## src/rtl/sap_pkg.sv

```systemverilog
package sap_pkg;

    // Widths
    typedef logic [7:0] data_t;    // A, B, memory word, output word
    typedef logic [3:0] addr_t;    // PC and MAR
    typedef logic [3:0] opcode_t;  // Upper nibble of an instruction
    typedef logic [1:0] a_src_t;   // Accumulator load source select

    localparam int MEM_DEPTH = 16; // Fixed by the 4-bit address

    // Instruction set
    localparam opcode_t OP_NOP = 4'h0;
    localparam opcode_t OP_LDA = 4'h1;
    localparam opcode_t OP_ADD = 4'h2;
    localparam opcode_t OP_SUB = 4'h3;
    localparam opcode_t OP_STA = 4'h4;
    localparam opcode_t OP_LDI = 4'h5;
    localparam opcode_t OP_JMP = 4'h6;
    localparam opcode_t OP_JC  = 4'h7;  // Jump if carry
    localparam opcode_t OP_JZ  = 4'h8;  // Jump if zero
    localparam opcode_t OP_OUT = 4'hE;
    localparam opcode_t OP_HLT = 4'hF;

    // MAR source select
    localparam logic MAR_SRC_PC   = 1'b0;
    localparam logic MAR_SRC_OPND = 1'b1;  // Operand nibble of the IR

    // Accumulator source select
    localparam a_src_t A_SRC_MEM = 2'd0;
    localparam a_src_t A_SRC_IMM = 2'd1;  // Zero-extended immediate
    localparam a_src_t A_SRC_ALU = 2'd2;

    // Micro-step sequencer
    typedef enum logic [2:0] {
        S_IDLE,         // Program port owns memory
        S_FETCH_ADDR,   // MAR <- PC, read issued
        S_FETCH_INSTR,  // IR <- mem, PC + 1
        S_DECODE,
        S_MEM,          // Operand access
        S_ALU,
        S_OUT_WAIT,     // Waiting for the out transfer
        S_HALT
    } seq_state_t;

endpackage

```

## src/rtl/sap_ctrl_if.sv

```systemverilog
`timescale 1ns/10ps

// Micro-operation controls, one set per sequencer step
interface sap_ctrl_if;
    import sap_pkg::*;

    logic   mar_load;
    logic   mar_src;     // MAR_SRC_PC or MAR_SRC_OPND
    logic   mem_read;
    logic   mem_write;   // Store A at MAR
    logic   a_load;
    a_src_t a_src;
    logic   b_load;
    logic   alu_sub;     // 0 add, 1 subtract
    logic   flags_load;
    logic   out_load;
    addr_t  operand;     // Low nibble of the IR
    addr_t  pc;          // Fetch address for the MAR

    modport ctrl (output mar_load, mar_src, mem_read, mem_write, a_load, a_src, b_load,
                  alu_sub, flags_load, out_load, operand, pc);
    modport dp   (input a_load, a_src, b_load, alu_sub, flags_load, out_load, operand);
    modport mem  (input mar_load, mar_src, mem_read, mem_write, operand, pc);

endinterface

```

## src/rtl/sap_decode.sv

```systemverilog
`timescale 1ns/10ps

module sap_decode (
    input  logic           clk,
    input  logic           arst_n,
    input  logic           run,
    input  sap_pkg::data_t rdata,     // Instruction byte from memory
    input  logic           cf,
    input  logic           zf,
    input  logic           out_done,  // Out port transfer this cycle
    sap_ctrl_if.ctrl       ctrl,
    output logic           idle,
    output logic           halted
);
    import sap_pkg::*;

    seq_state_t state;
    seq_state_t state_nxt;
    addr_t      pc;
    data_t      ir;
    opcode_t    op;
    logic       take_jump;

    assign op        = ir[7:4];
    assign take_jump = (op == OP_JMP) || (op == OP_JC && cf) || (op == OP_JZ && zf);

    assign idle   = (state == S_IDLE);
    assign halted = (state == S_HALT);

    assign ctrl.operand = ir[3:0];
    assign ctrl.pc      = pc;

    always_ff @(posedge clk or negedge arst_n) begin
        if (!arst_n) begin
            state <= S_IDLE;
            pc    <= '0;
            ir    <= '0;
        end else if (!run) begin
            state <= S_IDLE;  // Run low aborts from any step
            pc    <= '0;
        end else begin
            state <= state_nxt;
            if (state == S_FETCH_INSTR) begin
                ir <= rdata;       // Read was issued with the MAR load
                pc <= pc + 1'b1;   // Wraps at 16
            end else if (state == S_DECODE && take_jump) begin
                pc <= ir[3:0];
            end
        end
    end

    // Next step and the controls for the current one
    always_comb begin
        state_nxt       = state;
        ctrl.mar_load   = 1'b0;
        ctrl.mar_src    = MAR_SRC_PC;
        ctrl.mem_read   = 1'b0;
        ctrl.mem_write  = 1'b0;
        ctrl.a_load     = 1'b0;
        ctrl.a_src      = A_SRC_MEM;
        ctrl.b_load     = 1'b0;
        ctrl.alu_sub    = 1'b0;
        ctrl.flags_load = 1'b0;
        ctrl.out_load   = 1'b0;
        case (state)
            S_IDLE:        state_nxt = S_FETCH_ADDR;  // Taken only with run high
            S_FETCH_ADDR: begin
                ctrl.mar_load = 1'b1;
                ctrl.mem_read = 1'b1;
                state_nxt     = S_FETCH_INSTR;
            end
            S_FETCH_INSTR: state_nxt = S_DECODE;
            S_DECODE: begin
                state_nxt = S_FETCH_ADDR;  // NOP and jumps end here
                case (op)
                    OP_LDA, OP_ADD, OP_SUB: begin
                        ctrl.mar_load = 1'b1;
                        ctrl.mar_src  = MAR_SRC_OPND;
                        ctrl.mem_read = 1'b1;  // Operand ready in S_MEM
                        state_nxt     = S_MEM;
                    end
                    OP_STA: begin
                        ctrl.mar_load = 1'b1;
                        ctrl.mar_src  = MAR_SRC_OPND;
                        state_nxt     = S_MEM;
                    end
                    OP_LDI: begin
                        ctrl.a_load = 1'b1;
                        ctrl.a_src  = A_SRC_IMM;
                    end
                    OP_OUT: begin
                        ctrl.out_load = 1'b1;
                        state_nxt     = S_OUT_WAIT;
                    end
                    OP_HLT:  state_nxt = S_HALT;
                    default: state_nxt = S_FETCH_ADDR;
                endcase
            end
            S_MEM: begin
                state_nxt = S_FETCH_ADDR;
                case (op)
                    OP_LDA: ctrl.a_load = 1'b1;  // A <- memory data
                    OP_ADD, OP_SUB: begin
                        ctrl.b_load = 1'b1;
                        state_nxt   = S_ALU;
                    end
                    default: ctrl.mem_write = 1'b1;  // STA
                endcase
            end
            S_ALU: begin
                ctrl.a_load     = 1'b1;
                ctrl.a_src      = A_SRC_ALU;
                ctrl.alu_sub    = (op == OP_SUB);
                ctrl.flags_load = 1'b1;
                state_nxt       = S_FETCH_ADDR;
            end
            S_OUT_WAIT: if (out_done) state_nxt = S_FETCH_ADDR;
            S_HALT:     state_nxt = S_HALT;  // Left only by run low
            default:    state_nxt = S_IDLE;
        endcase
    end

endmodule

```

## src/rtl/sap_execute.sv

```systemverilog
`timescale 1ns/10ps

module sap_execute (
    input  logic           clk,
    input  logic           arst_n,
    sap_ctrl_if.dp         ctrl,
    input  sap_pkg::data_t rdata,  // Memory read data
    output sap_pkg::data_t acc,
    output logic           cf,
    output logic           zf
);
    import sap_pkg::*;

    data_t      b_reg;
    data_t      b_opnd;   // B or its complement
    logic [8:0] alu_sum;  // Bit 8 is the carry out
    data_t      a_nxt;

    // Subtract as A + ~B + 1
    assign b_opnd  = ctrl.alu_sub ? ~b_reg : b_reg;
    assign alu_sum = {1'b0, acc} + {1'b0, b_opnd} + {8'd0, ctrl.alu_sub};

    always_comb begin
        case (ctrl.a_src)
            A_SRC_MEM: a_nxt = rdata;
            A_SRC_IMM: a_nxt = {4'd0, ctrl.operand};
            default:   a_nxt = alu_sum[7:0];
        endcase
    end

    always_ff @(posedge clk or negedge arst_n) begin
        if (!arst_n) begin
            acc   <= '0;
            b_reg <= '0;
            cf    <= 1'b0;
            zf    <= 1'b0;
        end else begin
            if (ctrl.a_load) acc <= a_nxt;
            if (ctrl.b_load) b_reg <= rdata;
            if (ctrl.flags_load) begin  // ADD and SUB only
                cf <= alu_sum[8];       // For SUB, 1 means A >= B
                zf <= (alu_sum[7:0] == 8'd0);
            end
        end
    end

endmodule

```

## src/rtl/sap_memory.sv

```systemverilog
`timescale 1ns/10ps

module sap_memory (
    input  logic           clk,
    input  logic           arst_n,
    sap_ctrl_if.mem        ctrl,
    input  logic           idle,        // Sequencer in S_IDLE
    input  sap_pkg::data_t acc,         // Store data for STA
    input  logic           prog_valid,
    input  sap_pkg::addr_t prog_addr,
    input  sap_pkg::data_t prog_data,
    output logic           prog_ready,
    output sap_pkg::data_t rdata
);
    import sap_pkg::*;

    data_t mem_q [MEM_DEPTH];  // Program and data share the array
    addr_t mar;
    addr_t mar_nxt;
    addr_t rd_addr;

    assign mar_nxt    = (ctrl.mar_src == MAR_SRC_OPND) ? ctrl.operand : ctrl.pc;
    assign rd_addr    = ctrl.mar_load ? mar_nxt : mar;  // Read alongside the MAR load
    assign prog_ready = idle;

    always_ff @(posedge clk or negedge arst_n) begin
        if (!arst_n) begin
            mar   <= '0;
            rdata <= '0;
        end else begin
            if (ctrl.mar_load) mar <= mar_nxt;
            if (ctrl.mem_read) rdata <= mem_q[rd_addr];
        end
    end

    // Program port only while idle, STA only while running
    always_ff @(posedge clk) begin
        if (prog_valid && prog_ready) begin
            mem_q[prog_addr] <= prog_data;
        end else if (ctrl.mem_write) begin
            mem_q[mar] <= acc;
        end
    end

endmodule

```

## src/rtl/sap_result.sv

```systemverilog
`timescale 1ns/10ps

module sap_result (
    input  logic           clk,
    input  logic           arst_n,
    sap_ctrl_if.dp         ctrl,
    input  sap_pkg::data_t acc,
    input  logic           out_ready,
    output logic           out_valid,
    output sap_pkg::data_t out_data,
    output logic           out_done   // One cycle per transfer
);

    assign out_done = out_valid && out_ready;

    always_ff @(posedge clk or negedge arst_n) begin
        if (!arst_n) begin
            out_valid <= 1'b0;
        end else if (ctrl.out_load) begin
            out_valid <= 1'b1;
        end else if (out_done) begin
            out_valid <= 1'b0;  // Word taken
        end
    end

    // Held stable until the transfer while decode waits in S_OUT_WAIT
    always_ff @(posedge clk) begin
        if (ctrl.out_load) out_data <= acc;
    end

endmodule

```

## src/rtl/sap_cpu_top.sv

```systemverilog
`timescale 1ns/10ps

module sap_cpu_top (
    input  logic           clk,
    input  logic           arst_n,
    input  logic           run,         // Low holds the core idle at PC 0
    input  logic           prog_valid,
    input  sap_pkg::addr_t prog_addr,
    input  sap_pkg::data_t prog_data,
    output logic           prog_ready,
    output logic           out_valid,
    output sap_pkg::data_t out_data,
    input  logic           out_ready,
    output logic           halted
);
    import sap_pkg::*;

    data_t rdata;     // Memory read data to IR and datapath
    data_t acc;
    logic  cf;
    logic  zf;
    logic  out_done;
    logic  idle;

    sap_ctrl_if ctrl_if ();

    sap_decode decode_i (
        .clk      (clk),
        .arst_n   (arst_n),
        .run      (run),
        .rdata    (rdata),
        .cf       (cf),
        .zf       (zf),
        .out_done (out_done),
        .ctrl     (ctrl_if.ctrl),
        .idle     (idle),
        .halted   (halted)
    );

    sap_execute execute_i (
        .clk    (clk),
        .arst_n (arst_n),
        .ctrl   (ctrl_if.dp),
        .rdata  (rdata),
        .acc    (acc),
        .cf     (cf),
        .zf     (zf)
    );

    sap_memory memory_i (
        .clk        (clk),
        .arst_n     (arst_n),
        .ctrl       (ctrl_if.mem),
        .idle       (idle),
        .acc        (acc),
        .prog_valid (prog_valid),
        .prog_addr  (prog_addr),
        .prog_data  (prog_data),
        .prog_ready (prog_ready),
        .rdata      (rdata)
    );

    sap_result result_i (
        .clk       (clk),
        .arst_n    (arst_n),
        .ctrl      (ctrl_if.dp),
        .acc       (acc),
        .out_ready (out_ready),
        .out_valid (out_valid),
        .out_data  (out_data),
        .out_done  (out_done)
    );

endmodule

```

## config.mk

```make
export PLATFORM = sky130hd
export DESIGN_NAME = sap_cpu_top
export DESIGN_NICKNAME = d
export VERILOG_FILES = /design/src/rtl/sap_pkg.sv /design/src/rtl/sap_ctrl_if.sv /design/src/rtl/sap_decode.sv /design/src/rtl/sap_execute.sv /design/src/rtl/sap_memory.sv /design/src/rtl/sap_result.sv /design/src/rtl/sap_cpu_top.sv
export SDC_FILE = /design/constraint.sdc
export NUM_CORES = 1
export LEC_CHECK = 0
export BUFFER_PORTS_ARGS = -buffer_cell sky130_fd_sc_hd__buf_2
export CORE_MARGIN = 4
export CORE_UTILIZATION = 26
export CTS_BUF_LIST = sky130_fd_sc_hd__clkbuf_8
export CTS_CLUSTER_DIAMETER = 150
export DETAILED_ROUTE_END_ITERATION = 8
export GPL_TIMING_DRIVEN = 0
export PLACE_DENSITY = 0.45
export SLEW_MARGIN = 5
export SYNTH_ARGS = -nofsm -noshare
export SYNTH_HDL_FRONTEND = slang
export SYNTH_HIERARCHICAL = 1
export SYNTH_SLANG_ARGS = --single-unit
```

## constraint.sdc

```tcl
create_clock -name clk -period 5.9 [get_ports clk]
set_input_delay 0.59 -clock clk [delete_from_list [all_inputs] [get_ports clk]]
set_output_delay 0.59 -clock clk [all_outputs]
set_load 0.01 [all_outputs]
```

[Word-level counts from Yosys, hierarchy flattened]
Memories as Yosys holds them, arrays and structs flattened. A register that Yosys moved wholly into a read port is not among the register bits.
Cells that the tools add are included.
Operators by class
  bitwise logic cells: 1
  equality and inequality tests: 20
  reduce and logical (&&, ||, !) cells: 18
  add/sub/neg operators: 3
  mux-type cells: 40
Operator list (number)
  $mux W4: 6
  $mux W1: 22
  $pmux W3 S7: 1
  $eq A4 B3 Y1 const B: 4
  $mux W8: 2
  $pmux W8 S2: 1
  $eq A3 B3 Y1 const B: 4
  $eq A4 B4 Y1 const B: 3
  $add A8 B8 Y9: 1
  $add A9 B1 Y9: 1
  $mux W3: 3
  $pmux W3 S3: 1
  $eq A4 B2 Y1 const B: 2
  $logic_not A8 Y1: 1
  $not A8 Y8: 1
  $reduce_or A8 Y1: 1
  $eq A3 B2 Y1 const B: 2
  $logic_and A1 B1 Y1: 5
  $add A4 B1 Y4 const B: 1
  $eq A4 B1 Y1 const B: 1
  $pmux W1 S2: 2
  $pmux W2 S2: 1
  $reduce_or A2 Y1: 2
  $reduce_or A4 Y1: 1
  12 further kinds: 13
Word-level totals
  input bits: 17
  bits in writable memories: 128
  memories: 1
  register bits: 46
Memories
  memory_i.mem_q: depth 16, bits a word 8, read ports 1, clocked after Yosys merged registers in 1, write ports 1, line sap_memory.sv:17  | data_t mem_q [MEM_DEPTH];

[Longest topological paths before layout]
  depth in word-level cells: 9
  gate-level depth with buffers: 14
  mapped depth without buffers: 12

[Hierarchy]
The synthesis kept the hierarchy.
Modules (own cells, without submodules)
  sap_memory: instances 1, cells each 459, sequential area each 4144.0 sq um, area each 6168.4 sq um
  sap_execute: instances 1, cells each 127, sequential area each 450.4 sq um, area each 1287.5 sq um
  sap_decode: instances 1, cells each 125, sequential area each 375.4 sq um, area each 1106.1 sq um
  sap_result: instances 1, cells each 12, sequential area each 265.3 sq um, area each 284.0 sq um

[Worst setup path after synthesis]
Ideal clock, no wire load.
  path kind: register to register
  start: register decode_i.ir[6]
  end: register execute_i.acc[6]
  period minus slack after synthesis: 2.936 ns
  arrival time: 2.871 ns
  slack: 2.964 ns
  library setup time: 0.065 ns
  stages on the path, launching flop included: 13
  cell sequence: dfrtp_1 > buf_4 > or3b_2 > nor2_1 > buf_6 > xor2_1 > inv_1 > fa_1 > nand2b_1 > a211oi_1 > o22ai_1 > o311ai_0 > o21a_1
On the way
  longest elaborated chain between the ends: 6
  elaborated cells on any way between the ends: 15
RTL lines
  start: declaration: line sap_decode.sv:20  | data_t ir;
  start signal: assignment: line sap_decode.sv:44  | ir <= rdata;
  $eq A4 B2 Y1 (*): line sap_decode.sv:113  | ctrl.alu_sub = (op == OP_SUB);
  $mux W1 (*): line sap_decode.sv:65  | case (state)
  named net ctrl_if.alu_sub: line sap_ctrl_if.sv:14  | logic alu_sub;
  $mux W8: line sap_execute.sv:20  | assign b_opnd = ctrl.alu_sub ? ~b_reg : b_reg;
  $add A8 B8 Y9: line sap_execute.sv:21  | assign alu_sum = {1'b0, acc} + {1'b0, b_opnd} + {8'd0, ctrl.alu_sub};
  $add A9 B1 Y9 (*): line sap_execute.sv:21
  $pmux W8 S2 (*): line sap_execute.sv:24  | case (ctrl.a_src)
  end signal: assignment: line sap_execute.sv:38  | if (ctrl.a_load) acc <= a_nxt;
  end: declaration: line sap_execute.sv:8  | output sap_pkg::data_t acc,
The timed path passes the listed nets; every way through them passes the cells marked *.
A chain may end at the register's enable or synchronous reset.

[Worst setup path after layout]
  start: register decode_i.state[1]
  end: memory memory_i/mem_q[6][6] (netlist bit) (enable)
On the way
  longest elaborated chain between the ends: 7
  elaborated cells on any way between the ends: 12
RTL lines
  start: declaration: line sap_decode.sv:17  | seq_state_t state;
  start signal: assignment: line sap_decode.sv:42  | state <= state_nxt;
  $eq A3 B3 Y1 (*): line sap_decode.sv:65
  $mux W1 (*): line sap_decode.sv:65
  named net ctrl_if.mem_write: line sap_ctrl_if.sv:10  | logic mem_write;
  $mux W1 (*): line sap_memory.sv:40  | end else if (ctrl.mem_write) begin
  $mux W1 (*): line sap_memory.sv:38  | if (prog_valid && prog_ready) begin
  $mux W1 (implied by the code) (*): line sap_memory.sv:41  | mem_q[mar] <= acc;
  $reduce_or A8 Y1 (no line)
  $mux W4 (no line) or $mux W1 (tied branches)
  end: declaration: line sap_memory.sv:17
Marks and branches as above.

==> flow_summary.json <==
{
  "design_power_total_mw": 3.930,
  "cts_setup_buffers": 0,
  "min_period_ps": 3801,
  "syn_inst": 723,
  "boundaryPins": 28,
  "rsz0062_at_grt": "no",
  "placed_area_mm2": 0.009554,
  "synth-main-ff-cell": "edfxtp_1",
  "nFillCells": 3485,
  "critPathTopFamily": "simple AND/OR/NAND/NOR gates",
  "regToRegSetupSlack_ps": 2100,
  "wire_per_inst_um": 20.07,
  "period_share": 0.6443,
  "met1_usage": 0.1794,
  "num_vias": 5992,
  "use_met3": 0.02388,
  "dp_cells": 1199,
  "gp_congestion": 0.8318,
  "hold_path_class": "input port to async pin",
  "port_buffers": 27,
  "numCtsBuffers": 17,
  "totalWireLength_mm": 24.70,
  "core_mm2": 0.03353,
  "path_buf_inv": 4,
  "cts_sinks": 182,
  "worstReg2RegEnd": "memory_i/mem_q[6][6]",
  "fmax_mhz": 263.1,
  "clk_path_buf_depth": 2,
  "worstMarginPinSlew_ps": 1160,
  "die_area_mm2": 0.03704,
  "chipWidth_um": 192.5,
  "slew_headroom": 0.2269,
  "reg2reg_depth": 9,
  "cp_common_cell": "clkbuf_1",
  "overflow": 0,
  "clock_skew_ps": 19.34,
  "finalHoldViolCount": 0,
  "syn_nets": 751,
  "antenna_left": 0,
  "cts_tree": "done",
  "use_met2": 0.2335,
  "cp.required_ps": 6010,
  "busiest_layer": "met2",
  "worstSetupStartpointType": "register",
  "status": "finished, final reports clean",
  "worst_slack_ps": 2099,
  "drc_errors": 0,
  "worst_path_largest_cell_delay_ps": 680,
  "fin_setup_tns_ps": 0,
  "syn2layout_area_growth_pct": 12.62,
  "antenna_cells": 0,
  "cp_num_cells": 9,
  "crit_chain": "clkbuf_1 -> inv_1 -> nand2_1 -> nor3b_1 -> and2_1 -> clkbuf_1 -> clkbuf_1 -> a31oi_1 -> nor2_1",
  "synth-edff-count": 136,
  "path_clk_slew_ps": 90,
  "ys_warn_count": 6,
  "insertion_delay_ps": 470,
  "dp_hpwl_mm": 17.65,
  "ys_seq_area_frac": 0.5918,
  "path_max_fanout": 10,
  "cts_resized": 0,
  "viasPerCell": 4.868,
  "worstSetupEndpointType": "register",
  "slew_violations": 0,
  "peakVddDrop_mv": 0.1744,
  "synthesis.area_mm2": 0.008846,
  "maxCapViolCount": 0,
  "crit_type": "register to register",
  "die_h_um": 192.5,
  "largest_reg_flops": 128,
  "r2r_start": "decode_i/state[1]",
  "dr.pass1.iters": 5,
  "drt_iter0_markers": 458,
  "final_area_mm2": 0.009962,
  "regMostFlops": "memory_i/mem_q",
  "fin_nets": 798,
  "whs_ps": 336.1,
  "ctsHtreeMaxLevel": 4,
  "powerDensity_mw_per_mm2": 394.5,
  "drive_gt1_frac": 0.1520,
  "ys_types": 77,
  "grt_pass1_wl_mm": 37.56,
  "rows": 67,
  "grtUsageTotal": 0.1356,
  "setup_viol": 0,
  "power_leakage_nw": 3.593,
  "grt_max_degree": 47,
  "cts_hold_buf": 0,
  "antenna_found_initial": 0,
  "final_cells": 1231,
  "cp.arrival_ps": 3910,
  "crit_path_top_delay_cell": "nor2_1",
  "synth-seq-cells": 182,
  "ys_async_sr_fraction": 0.2527,
  "grt_pass1_vias": 6129,
  "utilization": 0.2971,
  "start_util": 0.2638,
  "pre_cts_slack_ps": 2023,
  "syn_area_per_cell_um2": 12.24,
  "root_buffer": "clkbuf_8"
}
==> layout make-up <==
cell class / instances / area, µm² / share of cell area
plain buffers: 55 / 312.8 / 0.03140
well taps: 448 / 560.5 / 0.05627
flip-flops and latches: 182 / 5235 / 0.5255
repair buffers: 28 / 142.6 / 0.01432
clock buffers: 17 / 234.0 / 0.02349
multi-input cells: 449 / 3162 / 0.3174
clock inverters: 15 / 173.9 / 0.01746
inverters: 37 / 141.4 / 0.01419
==> placed cells by master, fill, tap and decap left out, types with 25 or more instances in the layout <==
cell type	instances
a211oi_1	62
a21oi_1	25
buf_2	32
clkbuf_1	31
dfrtp_1	46
edfxtp_1	136
inv_1	37
mux2_2	25
mux2i_1	25
nand2_1	54
nor2_1	35
o21ai_0	34
==> where the power goes <==
part | internal, mW | switching [mW]
sequential | 1.50 | 0.139
clock | 0.422 | 0.480
combinational | 0.499 | 0.885
total | 2.43 | 1.51
==> synthesized netlist by cell type (all sizes together) (2+ instances only) <==
library cell  instances  area share
a311o                14       0.016
or3                   4      0.0028
xor2                 11       0.011
dfrtp                46        0.13
o21ai                35       0.020
o311ai                2      0.0020
and3                  3      0.0021
a21o                  7      0.0061
xnor2                 5      0.0050
nor2b                 4      0.0028
a22oi                 2      0.0017
nand3                11      0.0062
ha                   10       0.014
edfxtp              136        0.46
a221oi                2      0.0020
nand4                10      0.0071
o22ai                10      0.0071
a31oi                10      0.0071
and2                  5      0.0040
clkbuf               33       0.016
nor4                  2      0.0014
a211o                 8      0.0079
o221ai                2      0.0020
o31a                  7      0.0069
o22a                  3      0.0030
nor3                  7      0.0040
nand3b                3      0.0025
a2111oi               2      0.0027
mux2i                27       0.032
nor2                 36       0.016
nor3b                 6      0.0057
a21oi                26       0.015
nand2b                9      0.0064
buf                  22       0.020
o211ai                3      0.0025
a211oi               62       0.053
inv                  37       0.016
nor4b                 2      0.0020
mux2                 25       0.032
nand2                54       0.023
==> per-layer routing <==
layer	share of wire	vias up
met5	0	-
met4	0.010	0
met3	0.030	15
met2	0.50	92
met1	0.46	3037
li1	-	2848
==> worst max path at each step <==
stage / slack [ps] / endpoint / startpoint
after global routing: 1720 / memory_i/mem_q[2][6] / decode_i/ir[4]
after floorplan: 2960 / execute_i/acc[6] / decode_i/ir[6]
final: 2100 / memory_i/mem_q[6][6] / decode_i/state[1]
after global placement: 2050 / memory_i/mem_q[6][1] / decode_i/state[1]
after CTS: 2010 / memory_i/mem_q[6][6] / decode_i/state[1]
after detailed placement: 2020 / memory_i/mem_q[6][1] / decode_i/state[1]
==> kinds of logic (layout without fill, tap and decap cells) <==
logic type | after synthesis | after routing | synth area share
AND/OR/NAND/NOR | 164 | 164 | 0.09335
buffers and inverters | 92 | 152 | 0.05134
flip-flops | 182 | 182 | 0.5918
multiplexers | 52 | 52 | 0.06421
AO/OA/AOI/OAI | 206 | 206 | 0.1670
adder cells (fa/ha/maj) | 11 | 11 | 0.01641
XOR/XNOR | 16 | 16 | 0.01584
No activity file was read; power rests on OpenSTA's default activity.
